<file path="src/rtl/board_defines.svh">
`ifndef BOARD_DEFINES_SVH
`define BOARD_DEFINES_SVH

// ----------------------------------------
// Board
// ----------------------------------------
`define CLK_MHZ          50   // Kit oscillator

// ----------------------------------------
// I2S microphone link
// ----------------------------------------
`define SAMPLE_W         24   // Signed sample, MSB first
`define SCK_DIV          4    // clk cycles per sck period, even
`define SLOTS_PER_FRAME  64   // sck periods per ws frame

// ----------------------------------------
// Buffer and display
// ----------------------------------------
`define FIFO_DEPTH       8    // Power of two only
`define W_LED            16
`define W_DIGIT          6    // One nibble per digit
`define SCAN_DIV         16   // clk cycles per lit digit
`define LED_SHIFT        7    // Magnitude bit for the first LED

`endif

</file>
<file path="src/rtl/board_pkg.sv">
`include "board_defines.svh"

package board_pkg;

    // ----------------------------------------
    // Wishbone classic, no err or rty
    // ----------------------------------------

    // Master side of a link
    typedef struct packed {
        logic                 cyc;
        logic                 stb;
        logic                 we;  // High for the receiver, low for the display
        logic [`SAMPLE_W-1:0] dat; // Write data
    } wb_req_t;

    // Slave side of a link
    typedef struct packed {
        logic                 ack; // Single cycle
        logic [`SAMPLE_W-1:0] dat; // Read data, valid with ack
    } wb_rsp_t;

    // ----------------------------------------
    // FSM states
    // ----------------------------------------

    // I2S receiver
    typedef enum logic [1:0] {
        idle_wait_ws, // Until ws drops for the left slot
        shift_bits,   // Left slot bits coming in
        write_req     // Sample waiting for FIFO ack
    } rx_state_e;

    // Level display
    typedef enum logic {
        read_req, // Read cycle outstanding
        update    // Refresh LEDs and digits
    } disp_state_e;

endpackage

</file>
<file path="src/rtl/inmp441_mic_i2s_receiver.sv">
`timescale 1ns/1ps
`include "board_defines.svh"

module inmp441_mic_i2s_receiver (
    input  logic                clk,
    input  logic                reset,
    output logic                sck,
    output logic                ws,
    input  logic                sd,
    output board_pkg::wb_req_t  wb_out,
    input  board_pkg::wb_rsp_t  wb_in
);

    localparam int div_w  = $clog2(`SCK_DIV);
    localparam int slot_w = $clog2(`SLOTS_PER_FRAME);

    localparam logic [div_w-1:0]  rise_at   = div_w'(`SCK_DIV / 2 - 1);
    localparam logic [div_w-1:0]  fall_at   = div_w'(`SCK_DIV - 1);
    localparam logic [slot_w-1:0] last_slot = slot_w'(`SLOTS_PER_FRAME - 1);
    localparam logic [slot_w-1:0] half_slot = slot_w'(`SLOTS_PER_FRAME / 2);
    localparam logic [slot_w-1:0] done_slot = slot_w'(`SAMPLE_W);

    logic [div_w-1:0]     div_cnt;
    logic [slot_w-1:0]    slot_cnt;
    logic [slot_w-1:0]    slot_nxt;
    logic                 sck_rise;    // sck goes high at this edge
    logic                 sck_fall;    // sck goes low at this edge
    logic                 in_data;     // Slot carries a left sample bit
    logic                 sample_done; // Last bit shifted in at this edge
    logic [`SAMPLE_W-2:0] shift_q;     // All but the final bit
    logic                 req_cyc;
    logic [`SAMPLE_W-1:0] req_dat;

    board_pkg::rx_state_e state;

    // ----------------------------------------
    // Bit clock and word select
    // ----------------------------------------
    assign sck_rise = (div_cnt == rise_at);
    assign sck_fall = (div_cnt == fall_at);
    assign slot_nxt = (slot_cnt == last_slot) ? '0 : slot_cnt + 1'b1;

    always_ff @(posedge clk) begin
        if (reset) begin
            div_cnt  <= '0;
            sck      <= 1'b0;
            slot_cnt <= last_slot; // First fall opens a left slot
            ws       <= 1'b1;
        end else begin
            div_cnt <= sck_fall ? '0 : div_cnt + 1'b1;
            if (sck_rise)
                sck <= 1'b1;
            if (sck_fall) begin
                sck      <= 1'b0;
                slot_cnt <= slot_nxt;
                ws       <= (slot_nxt >= half_slot); // Low means left
            end
        end
    end

    // ----------------------------------------
    // Deserializer
    // ----------------------------------------
    // One bit of delay after ws falls, so the MSB sits in slot 1
    assign in_data     = (slot_cnt != '0) && (slot_cnt <= done_slot);
    assign sample_done = sck_rise && (slot_cnt == done_slot);

    always_ff @(posedge clk) begin
        if (sck_rise && in_data)
            shift_q <= {shift_q[`SAMPLE_W-3:0], sd}; // MSB first
    end

    // ----------------------------------------
    // Wishbone write master
    // ----------------------------------------
    always_ff @(posedge clk) begin
        if (reset) begin
            state   <= board_pkg::idle_wait_ws;
            req_cyc <= 1'b0;
        end else begin
            case (state)
                board_pkg::idle_wait_ws:
                    if (sck_fall && slot_cnt == last_slot)
                        state <= board_pkg::shift_bits;
                board_pkg::shift_bits:
                    if (sample_done) begin
                        req_cyc <= 1'b1;
                        state   <= board_pkg::write_req;
                    end
                board_pkg::write_req:
                    if (wb_in.ack) begin       // Drop in the cycle after ack
                        req_cyc <= 1'b0;
                        state   <= board_pkg::idle_wait_ws;
                    end
                default:
                    state <= board_pkg::idle_wait_ws;
            endcase
        end
    end

    always_ff @(posedge clk) begin
        if (state == board_pkg::shift_bits && sample_done)
            req_dat <= {shift_q, sd};
    end

    assign wb_out = '{cyc: req_cyc, stb: req_cyc, we: 1'b1, dat: req_dat};

    // Request and data stay put until the FIFO answers
    a_stb_held : assert property (@(posedge clk) disable iff (reset)
        wb_out.stb && !wb_in.ack |=> wb_out.stb && $stable(wb_out.dat));

    // A new sample while the last one is still pending gets lost
    a_no_overrun : assert property (@(posedge clk) disable iff (reset)
        sample_done |-> state != board_pkg::write_req)
        else $error("I2S sample dropped, FIFO write still pending");

endmodule

</file>
<file path="src/rtl/sample_fifo.sv">
`timescale 1ns/1ps
`include "board_defines.svh"

module sample_fifo (
    input  logic               clk,
    input  logic               reset,
    input  board_pkg::wb_req_t wr_req,
    output board_pkg::wb_rsp_t wr_rsp,
    input  board_pkg::wb_req_t rd_req,
    output board_pkg::wb_rsp_t rd_rsp
);

    localparam int depth = `FIFO_DEPTH;
    localparam int aw    = $clog2(`FIFO_DEPTH);

    logic [`SAMPLE_W-1:0] mem [depth];
    logic [aw:0]          wp;    // Extra bit marks the lap
    logic [aw:0]          rp;
    logic [aw:0]          level; // Entries held
    logic                 full;
    logic                 empty;
    logic                 wr_fire;
    logic                 rd_fire;
    logic                 wr_ack;
    logic                 rd_ack;
    logic [`SAMPLE_W-1:0] rd_dat;

    // ----------------------------------------
    // Occupancy
    // ----------------------------------------
    assign level = wp - rp;
    assign empty = (wp == rp);
    assign full  = (wp[aw] != rp[aw]) && (wp[aw-1:0] == rp[aw-1:0]); // Same slot, other lap

    // New request only, held cycle after ack is ignored
    assign wr_fire = wr_req.cyc && wr_req.stb && wr_req.we && !wr_ack && !full;
    assign rd_fire = rd_req.cyc && rd_req.stb && !rd_req.we && !rd_ack && !empty;

    // ----------------------------------------
    // Pointers and acks
    // ----------------------------------------
    always_ff @(posedge clk) begin
        if (reset) begin
            wp     <= '0;
            rp     <= '0;
            wr_ack <= 1'b0;
            rd_ack <= 1'b0;
        end else begin
            wr_ack <= wr_fire; // Wait states while full
            rd_ack <= rd_fire; // Wait states while empty
            if (wr_fire)
                wp <= wp + 1'b1;
            if (rd_fire)
                rp <= rp + 1'b1;
        end
    end

    // Storage and read data
    always_ff @(posedge clk) begin
        if (wr_fire)
            mem[wp[aw-1:0]] <= wr_req.dat;
        if (rd_fire)
            rd_dat <= mem[rp[aw-1:0]];
    end

    assign wr_rsp = '{ack: wr_ack, dat: '0};   // Nothing to return on writes
    assign rd_rsp = '{ack: rd_ack, dat: rd_dat};

    // ----------------------------------------
    // Checks
    // ----------------------------------------
    a_wr_ack_has_stb : assert property (@(posedge clk) disable iff (reset)
        wr_rsp.ack |-> wr_req.cyc && wr_req.stb);

    a_rd_ack_has_stb : assert property (@(posedge clk) disable iff (reset)
        rd_rsp.ack |-> rd_req.cyc && rd_req.stb);

    // Never past depth, so no write went in while full
    a_no_overflow : assert property (@(posedge clk) disable iff (reset)
        level <= (aw + 1)'(depth));

    // Read data only ever comes from a stored entry
    a_no_underflow : assert property (@(posedge clk) disable iff (reset)
        rd_rsp.ack |-> $past(level) != '0);

endmodule

</file>
<file path="src/rtl/level_display.sv">
`timescale 1ns/1ps
`include "board_defines.svh"

module level_display (
    input  logic                  clk,
    input  logic                  reset,
    output board_pkg::wb_req_t    wb_out,
    input  board_pkg::wb_rsp_t    wb_in,
    output logic [`W_LED-1:0]     led,
    output logic [7:0]            abcdefgh,
    output logic [`W_DIGIT-1:0]   digit      // Active high here
);

    localparam int scan_w = $clog2(`SCAN_DIV);
    localparam int idx_w  = $clog2(`W_DIGIT);

    localparam logic [`SAMPLE_W-1:0] s_min = {1'b1, {(`SAMPLE_W - 1){1'b0}}};
    localparam logic [`SAMPLE_W-1:0] s_max = {1'b0, {(`SAMPLE_W - 1){1'b1}}};

    board_pkg::disp_state_e state;

    logic                 req_cyc;
    logic [`SAMPLE_W-1:0] sample_q;    // Last acked sample
    logic [`SAMPLE_W-1:0] shown_q;     // Value on the digits
    logic                 shown_valid; // Blank until first sample
    logic [scan_w-1:0]    scan_cnt;
    logic [idx_w-1:0]     digit_idx;

    // Bar length from the highest magnitude bit
    function automatic logic [`W_LED-1:0] bar_leds(input logic [`SAMPLE_W-1:0] s);
        logic [`SAMPLE_W-1:0] mag;
        int                   msb_idx;
        int                   count;
        logic [`W_LED-1:0]    bar;
        if (s == s_min)
            mag = s_max;             // Saturate, -min does not fit
        else if (s[`SAMPLE_W-1])
            mag = -s;
        else
            mag = s;
        msb_idx = -1;                // Zero magnitude
        for (int i = 0; i < `SAMPLE_W; i++)
            if (mag[i])
                msb_idx = i;
        count = msb_idx - `LED_SHIFT + 1;
        if (count < 0)
            count = 0;
        if (count > `W_LED)
            count = `W_LED;
        for (int i = 0; i < `W_LED; i++)
            bar[i] = (i < count);    // Fill from bit 0 up
        return bar;
    endfunction

    // Segments abcdefgh, a is bit 7, h the decimal point stays off
    //   0 fc  1 60  2 da  3 f2  4 66  5 b6  6 be  7 e0
    //   8 fe  9 f6  A ee  b 3e  C 9c  d 7a  E 9e  F 8e
    function automatic logic [7:0] hex_seg(input logic [3:0] nib);
        case (nib)
            4'h0: return 8'b1111_1100;
            4'h1: return 8'b0110_0000;
            4'h2: return 8'b1101_1010;
            4'h3: return 8'b1111_0010;
            4'h4: return 8'b0110_0110;
            4'h5: return 8'b1011_0110;
            4'h6: return 8'b1011_1110;
            4'h7: return 8'b1110_0000;
            4'h8: return 8'b1111_1110;
            4'h9: return 8'b1111_0110;
            4'ha: return 8'b1110_1110;
            4'hb: return 8'b0011_1110;
            4'hc: return 8'b1001_1100;
            4'hd: return 8'b0111_1010;
            4'he: return 8'b1001_1110;
            default: return 8'b1000_1110;
        endcase
    endfunction

    // ----------------------------------------
    // Wishbone read master
    // ----------------------------------------
    always_ff @(posedge clk) begin
        if (reset) begin
            state       <= board_pkg::read_req;
            req_cyc     <= 1'b0;
            led         <= '0;
            shown_valid <= 1'b0;
        end else begin
            case (state)
                board_pkg::read_req:
                    if (wb_in.ack) begin
                        req_cyc <= 1'b0;
                        state   <= board_pkg::update;
                    end else begin
                        req_cyc <= 1'b1; // Waits out an empty FIFO
                    end
                default: begin
                    led         <= bar_leds(sample_q);
                    shown_valid <= 1'b1;
                    req_cyc     <= 1'b1; // Next read straight away
                    state       <= board_pkg::read_req;
                end
            endcase
        end
    end

    always_ff @(posedge clk) begin
        if (wb_in.ack)
            sample_q <= wb_in.dat;
        if (state == board_pkg::update)
            shown_q <= sample_q;
    end

    assign wb_out = '{cyc: req_cyc, stb: req_cyc, we: 1'b0, dat: '0};

    // ----------------------------------------
    // Digit scan, digit 0 is the low nibble
    // ----------------------------------------
    always_ff @(posedge clk) begin
        if (reset) begin
            scan_cnt  <= '0;
            digit_idx <= '0;
            digit     <= '0;
            abcdefgh  <= '0;
        end else begin
            scan_cnt <= scan_cnt + 1'b1;
            if (scan_cnt == scan_w'(`SCAN_DIV - 1))
                digit_idx <= (digit_idx == idx_w'(`W_DIGIT - 1)) ? '0 : digit_idx + 1'b1;
            digit    <= shown_valid ? `W_DIGIT'(1) << digit_idx : '0;
            abcdefgh <= shown_valid ? hex_seg(shown_q[4 * digit_idx +: 4]) : '0;
        end
    end

    a_ack_in_read : assert property (@(posedge clk) disable iff (reset)
        wb_in.ack |-> wb_out.stb && state == board_pkg::read_req);

endmodule

</file>
<file path="src/rtl/board_specific_top.sv">
`timescale 1ns/1ps
`include "board_defines.svh"

module board_specific_top (
    input  logic                clk,
    input  logic                reset,
    input  logic                sd,        // Microphone data
    output logic                sck,
    output logic                ws,
    output logic                lr,        // Channel select pin
    output logic [`W_LED-1:0]   led,
    output logic [7:0]          abcdefgh,
    output logic [`W_DIGIT-1:0] digit_n    // Low lights a digit
);

    // ----------------------------------------
    // Links through the sample FIFO
    // ----------------------------------------
    board_pkg::wb_req_t     mic_req;   // Receiver writes
    board_pkg::wb_rsp_t     mic_rsp;
    board_pkg::wb_req_t     disp_req;  // Display reads
    board_pkg::wb_rsp_t     disp_rsp;
    logic [`W_DIGIT-1:0]    digit;

    assign lr      = 1'b0;     // Left channel only
    assign digit_n = ~digit;   // Board drives digits active low

    inmp441_mic_i2s_receiver i_mic (
        .clk    (clk),
        .reset  (reset),
        .sck    (sck),
        .ws     (ws),
        .sd     (sd),
        .wb_out (mic_req),
        .wb_in  (mic_rsp)
    );

    sample_fifo i_fifo (
        .clk    (clk),
        .reset  (reset),
        .wr_req (mic_req),
        .wr_rsp (mic_rsp),
        .rd_req (disp_req),
        .rd_rsp (disp_rsp)
    );

    level_display i_display (
        .clk      (clk),
        .reset    (reset),
        .wb_out   (disp_req),
        .wb_in    (disp_rsp),
        .led      (led),
        .abcdefgh (abcdefgh),
        .digit    (digit)
    );

endmodule

</file>
<file path="config.mk">
export PLATFORM = sky130hd
export DESIGN_NAME = board_specific_top
export DESIGN_NICKNAME = d
export VERILOG_FILES = /design/src/rtl/board_pkg.sv /design/src/rtl/inmp441_mic_i2s_receiver.sv /design/src/rtl/sample_fifo.sv /design/src/rtl/level_display.sv /design/src/rtl/board_specific_top.sv
export VERILOG_INCLUDE_DIRS = /design/src /design/src/rtl
export SDC_FILE = /design/constraint.sdc
export NUM_CORES = 1
export LEC_CHECK = 0
export BUFFER_PORTS_ARGS = -buffer_cell sky130_fd_sc_hd__clkbuf_2
export CAP_MARGIN = 20
export CORE_MARGIN = 3
export CORE_UTILIZATION = 50
export DETAILED_ROUTE_END_ITERATION = 12
export PLACE_DENSITY_LB_ADDON = 0.25
export SYNTH_ARGS = -nofsm -noshare
export SYNTH_HDL_FRONTEND = slang
export SYNTH_SLANG_ARGS = --single-unit
</file>
<file path="constraint.sdc">
create_clock -name clk -period 6 [get_ports clk]
set_input_delay 0.9 -clock clk [delete_from_list [all_inputs] [get_ports clk]]
set_output_delay 0.9 -clock clk [all_outputs]
set_load 0.1 [all_outputs]
</file>
== Yosys cells after proc, flatten, opt, wreduce, memory -nomap -nowiden ==
Memories as Yosys holds them, arrays and structs flattened. A register that Yosys moved wholly into a read port is not among the register bits.
Cells that the tools add are included.

* Bits of input ports: 3
* Memory bits (writable): 192
* Memory bits (read-only): 112
* Memories kept: 2
* Word-level logic and storage cells: 144
* Register bits after elaboration: 158
* Output and inout port bits: 33

{| class="wikitable"
|+ Memories
! name !! words !! bits a word !! read ports !! clocked after memory_dff !! write ports !! line !! source
|-
| i_fifo.mem || 8 || 24 || 1 || 1 || 1 || sample_fifo.sv:16 || <nowiki>logic [`SAMPLE_W-1:0] mem [depth];</nowiki>
|-
| (no name shown) || 16 || 7 || 1 || 1 || 0 || level_display.sv:59 || <nowiki>case (nib)</nowiki>
|}

* Bitwise gates (word level): 2
* Order comparisons: 20
* $add $sub $neg: 9
* Multiplexer cells: 50
* Reductions and logical operators: 22
* Shift operators: 2
* Equal/unequal tests: 15

{| class="wikitable"
|+ Operators with widths
! operator !! count
|-
| $mux W32 || 32
|-
| $lt A5 B32 Y1 const A || 8
|-
| $lt A4 B32 Y1 const A || 4
|-
| $mux W24 || 4
|-
| $lt A3 B32 Y1 const A || 2
|-
| $add A32 B2 Y32 const B || 1
|-
| $gt A32 B6 Y1 const B || 1
|-
| $lt A1 B32 Y1 const A || 1
|-
| $lt A2 B32 Y1 const A || 1
|-
| $lt A32 B1 Y1 const B || 1
|-
| $sub A32 B4 Y32 const B || 1
|-
| $eq A24 B24 Y1 const B || 1
|-
| $neg A24 Y24 || 1
|-
| $shiftx A24 B6 Y4 || 1
|-
| $add A4 B1 Y4 const B || 3
|-
| $logic_and A1 B1 Y1 || 10
|-
| $mux W1 || 7
|-
| $add A6 B1 Y6 const B || 1
|-
| $eq A6 B5 Y1 const B || 1
|-
| $eq A6 B6 Y1 const B || 1
|-
| $ge A6 B6 Y1 const B || 1
|-
| $le A6 B5 Y1 const B || 1
|-
| $mux W2 || 3
|-
| $mux W6 || 1
|-
| 22 further kinds || 32
|}

== Longest topological paths before layout ==
* Depth after elaboration: 42
* Mapped depth: 24
* Mapped depth without buffers: 22

== Modules after synthesis ==
From an unflattened synthesis, not the netlist that was laid out.

* Cell total of the unflattened synthesis: 1,030
* Area total of the unflattened synthesis: 15,907.8 µm²

{| class="wikitable"
|+ Modules (own cells, without submodules)
! module !! sequential area each (µm²) !! instances !! cells an instance !! area an instance (µm²)
|-
| sample_fifo || 6,686.4 || 1 || 403 || 8,794.7
|-
| level_display || 2,222.1 || 1 || 508 || 5,079.9
|-
| inmp441_mic_i2s_receiver || 1,651.6 || 1 || 111 || 1,999.4
|-
| board_specific_top || 0.0 || 1 || 8 || 33.8
|}

== Worst setup path before layout ==
No wires, ideal clock.

* Kind: reg2reg
* From: register i_display.sample_q[1]
* To: register i_display.led[1]
* Required time: 5.914 ns
* Path buffers: 3
* Period minus slack after synthesis: 5.184 ns
* Library setup time: 0.086 ns
* Setup slack: 0.816 ns
* Cell stages (with the launch flop): 24
* Arrival: 5.099 ns
* Cell sequence: edfxtp_1 -> clkbuf_1 -> inv_1 -> ha_1 -> or3b_1 -> buf_2 -> o41ai_2 -> xor2_1 -> nand2_1 -> o311a_1 -> o21a_1 -> buf_2 -> ha_1 -> or2_2 -> ha_1 -> nor2_1 -> nand3_1 -> nor4_1 -> nand4_1 -> nor3_1 -> inv_1 -> a21oi_1 -> and2b_1 -> a211oi_1

* Cells in the longest elaborated chain, start to end: 41
* Elaborated cells on any way between the ends: 43
* Classes of those cells: add/sub (3); order compare (3); eq/ne (1); mux (36)

{| class="wikitable"
|+ RTL lines
! element !! line !! source
|-
| start, declared || level_display.sv:23 || <nowiki>logic [`SAMPLE_W-1:0] sample_q;</nowiki>
|-
| start signal, assigned || level_display.sv:109 || <nowiki>sample_q <= wb_in.dat;</nowiki>
|-
| $neg A24 Y24 / $eq A24 B24 Y1 (equally long branches) || level_display.sv:38, level_display.sv:35 ||
|-
| $mux W24, on equally long branches || level_display.sv:37, level_display.sv:35 ||
|-
| $mux W24 * || level_display.sv:35 || <nowiki>if (s == s_min)</nowiki>
|-
| $mux W24 * || level_display.sv:89 || <nowiki>case (state)</nowiki>
|-
| $mux W24 * || level_display.sv:83 || <nowiki>if (reset) begin</nowiki>
|-
| $mux W32 (22 in a row) || level_display.sv:43 || <nowiki>if (mag[i])</nowiki>
|-
| $mux W32 * || level_display.sv:43 ||
|-
| $mux W32 * || level_display.sv:89 ||
|-
| [4 not listed] || -- ||
|-
| $mux W32 * || level_display.sv:46 || <nowiki>if (count < 0)</nowiki>
|-
| $mux W32 * || level_display.sv:89 ||
|-
| $mux W32 * || level_display.sv:83 ||
|-
| $gt A32 B6 Y1 (no line) || -- ||
|-
| $mux W32 * || level_display.sv:48 || <nowiki>if (count > `W_LED)</nowiki>
|-
| $mux W32 * || level_display.sv:89 ||
|-
| $mux W32 * || level_display.sv:83 ||
|-
| $lt A2 B32 Y1 * || level_display.sv:51 || <nowiki>bar[i] = (i < count);</nowiki>
|-
| end signal, assigned || level_display.sv:98 || <nowiki>led <= bar_leds(sample_q);</nowiki>
|-
| end, declared || level_display.sv:9 || <nowiki>output logic [`W_LED-1:0] led,</nowiki>
|}

Every way passes the cells marked *; elsewhere a longest branch is shown, timed or not. The select of a mux whose other input is x is not followed.
A chain may end at the register's enable or synchronous reset.

== Worst setup path after layout ==
* From: register i_display.sample_q[0]
* To: register i_display.led[2]

* Cells in the longest elaborated chain, start to end: 42
* Elaborated cells on any way between the ends: 43
* Classes of those cells: add/sub (3); order compare (3); eq/ne (1); mux (36)

{| class="wikitable"
|+ RTL lines
! element !! line !! source
|-
| $neg A24 Y24 || level_display.sv:38 || <nowiki>mag = -s;</nowiki>
|-
| $mux W24 || level_display.sv:37 || <nowiki>else if (s[`SAMPLE_W-1])</nowiki>
|-
| $mux W24 * || level_display.sv:35 ||
|-
| $mux W24 * || level_display.sv:89 ||
|-
| $mux W24 * || level_display.sv:83 ||
|-
| $mux W32 (23 in a row) || level_display.sv:43 ||
|-
| $mux W32 * || level_display.sv:43 ||
|-
| $mux W32 * || level_display.sv:89 ||
|-
| [4 not listed] || -- ||
|-
| $mux W32 * || level_display.sv:46 ||
|-
| $mux W32 * || level_display.sv:89 ||
|-
| $mux W32 * || level_display.sv:83 ||
|-
| $gt A32 B6 Y1 (no line) || -- ||
|-
| $mux W32 * || level_display.sv:48 ||
|-
| $mux W32 * || level_display.sv:89 ||
|-
| $mux W32 * || level_display.sv:83 ||
|-
| $lt A3 B32 Y1 * || level_display.sv:51 ||
|}

Marks and branches as above.

==> results_dict.tcl <==
set metrics [dict create \
    p_per_area_nw_per_um2 331 \
    synth_commonest_cells "311 x edfxtp_1, 66 x nor2_1, 61 x dfxtp_1, 52 x mux4_2, 43 x nand2_1" \
    dp.cells 1360 \
    die_h_um 181 \
    worst_pin_slew_ns 1.01 \
    fin_setup_tns_ns 0 \
    initial_core_util_pct 51.2 \
    final-seq-area_um2 10600 \
    synth_edf_count 311 \
    fin_crit_sh_pct 92.1 \
    fin_cells 1434 \
    vdd.ir_drop.worst_uv 195 \
    grt.total_usage_pct 16.8 \
    worst_setup_path_end_kind "register" \
    die_w_um 181 \
    drt_iter0_drc 592 \
    start_kind "register" \
    first_pass_iters 5 \
    status "finished clean" \
    yosysSeqAreaShare_pct 69.1 \
    drc 0 \
    grt_max_degree 53 \
    cts_setup_buffers 0 \
    antenna_found_initial 0 \
    worst_slack_ns 0.472 \
    clk_pin_slew_ns 0.06 \
    port_buffers 33 \
    synth.area.top_cells "edfxtp_1 61%, dfxtp_1 8.0%, mux4_2 7.7%, ha_1 1.9%, mux2_2 1.8%" \
    cts_buffer_depth 3 \
    max_slew_margin_pct 30.9 \
    pre_cts_ws_ns 0.483 \
    synth_top_cell_area_share_pct 61.1 \
    finalSetupViolCount 0 \
    multi_input_area_um2 4430 \
    yosysMostFrequentCell "edfxtp_1" \
    postLayoutCellArea_um2 17200 \
    die-area_um2 32700 \
    ys_ff_latch 372 \
    routed_wl_mm 27.3 \
    grt_remaining_overflow 0 \
    post_route_cells_drive_above_1_share_pct 21.6 \
    max_cap_viol_count 0 \
    path_class "reg -> reg" \
    dp_hpwl_mm 15.9 \
    final_nets 1039 \
    postRouteAntennaNets 0 \
    cts_buffers 40 \
    wl_per_cell_um 19.0 \
    vias 8218 \
    cp.arrival_ns 5.89 \
    area_growth_pct 12.8 \
    fillerInstances 2311 \
    synth_ff_type "edfxtp_1" \
    clkSinkCount 372 \
    syn-instance-count 964 \
    place_area_um2 15900 \
    yosysWarnings 0 \
    ios 36 \
    hold_viol_final 0 \
    max_clock_freq_mhz 181 \
    skew_ns 0.0194 \
    row_count 63 \
    grt_pass1_vias 8041 \
    cts_tree "yes" \
    final_util_pct 57.7 \
    clock_latency_ns 0.53 \
    hold_path_class "reg -> reg" \
    ctsHoldBuffers 0 \
    netlist_area_um2 15300 \
    drv_slew 0 \
    totalPowerFinal_mw 5.70 \
    p_leak_nw 5.64 \
    synth.largest_area_cell "edfxtp_1" \
    min_period_ns 5.53 \
    ys_types 73 \
    synth.avg_cell_area_um2 15.9 \
    required_ns 6.36 \
    core_area_um2 29900 \
    place_congestion 0.858 \
    synthArstFlopShare_pct 0 \
    h-tree-depth 2 \
    via_per_inst 5.73 \
    post_cts_resize_count 0 \
    cp_max_fo 11 \
    grt_pass1_wl_mm 44.1 \
    grt_setup_unrepaired "false" \
    n_antenna_cell 0 \
    clockRootBuffer "clkbuf_16" \
    whs_ns 0.418 \
]
## path summary, 6_finish.rpt
check | start | to | slack (ns) | depth (start not counted)
worst min-delay path | i_fifo.rd_dat[7]$_DFFE_PP_ | i_display.sample_q[7]$_DFFE_PP_ | 0.42 | 0
worst max register to register | i_display.sample_q[0]$_DFFE_PP_ | i_display.led[2]$_SDFFE_PP0P_ | 0.47 | 20
worst max-delay path | i_display.sample_q[0]$_DFFE_PP_ | i_display.led[2]$_SDFFE_PP0P_ | 0.47 | 20
worst min register to register | i_fifo.rd_dat[7]$_DFFE_PP_ | i_display.sample_q[7]$_DFFE_PP_ | 0.42 | 0
## power by group
group	switching, mW	leakage [nW]	internal, mW
logic	0.271	1.73	0.191
registers	0.0539	3.30	2.86
clock network	0.958	0.613	1.37
## layer usage
layer	up-vias	wire [µm]	share of wire (%)	global-route usage [%]
met5	-	0	0	0
met1	4097	12400	45	24.4
met3	43	1360	5.0	2.72
li1	3869	-	-	-
met2	209	13000	48	27.0
met4	0	524	1.9	4.27
## area by class of cell
type                       count  area share (%)
clock buffer                  53            6.27
sequential                   372            61.3
timing repair buffer          60            2.25
inverter                      24           0.523
multi-input combinational    515            25.7
clock inverter                20            1.10
tap                          390            2.83
## flip-flops by register name, indices dropped and copies added (netlist names), 7 cells and up
name,count
i_fifo.mem,192
i_display.abcdefgh,7
i_display.shown_q,24
i_display.led,16
i_mic.req_dat,24
i_mic.shift_q,23
i_display.sample_q,24
i_fifo.rd_dat,24
## cell families after synthesis
group	share of synthesized area [%]
DFF	69.1
and+or+nand+nor	8.56
AOI/OAI and AO/OA	5.97
muxes	10.7
buffers and inverters	2.18
xor gates and xnor gates	1.55
adders and majority gates	1.88
other	0.0245
## critical path: stages (launching register included)
cell	delay, ns
edfxtp_1	0.38
inv_1	0.09
ha_1	0.23
or3b_1	0.57
o41ai_2	0.46
xor2_1	0.27
nand2_1	0.09
o311a_1	0.39
o21a_1	0.31
ha_1	0.26
or2_2	0.32
ha_1	0.28
nor2_1	0.09
nand3_1	0.08
nor4_1	0.23
nand4_1	0.19
nor2_1	0.21
o2111ai_1	0.20
a221oi_4	0.41
and2b_1	0.23
a211oi_1	0.08
## placed cells by master (no fill, tap or decap), types with 8 or more instances in the layout
cell type | netlist | final
buf_4 | 2 | 26
nor2b_1 | 12 | 12
a31oi_1 | 9 | 9
nand2_1 | 43 | 43
nand2b_1 | 13 | 13
nor3_1 | 21 | 18
clkbuf_16 | 0 | 40
edfxtp_1 | 311 | 311
xor2_1 | 13 | 13
clkbuf_1 | 33 | 10
a211oi_1 | 10 | 10
dfxtp_1 | 61 | 59
nand4_1 | 9 | 9
a21oi_1 | 21 | 21
ha_1 | 23 | 23
o21ai_0 | 23 | 23
nor4_1 | 11 | 11
or2_2 | 8 | 8
mux2i_1 | 19 | 19
clkbuf_2 | 0 | 33
mux2_2 | 25 | 25
inv_1 | 23 | 23
nor2_1 | 66 | 59
mux4_2 | 52 | 52
clkinv_1 | 1 | 9
xnor2_1 | 14 | 14
nand3_1 | 12 | 12
Note: power is estimated with default switching activity, not from simulation.
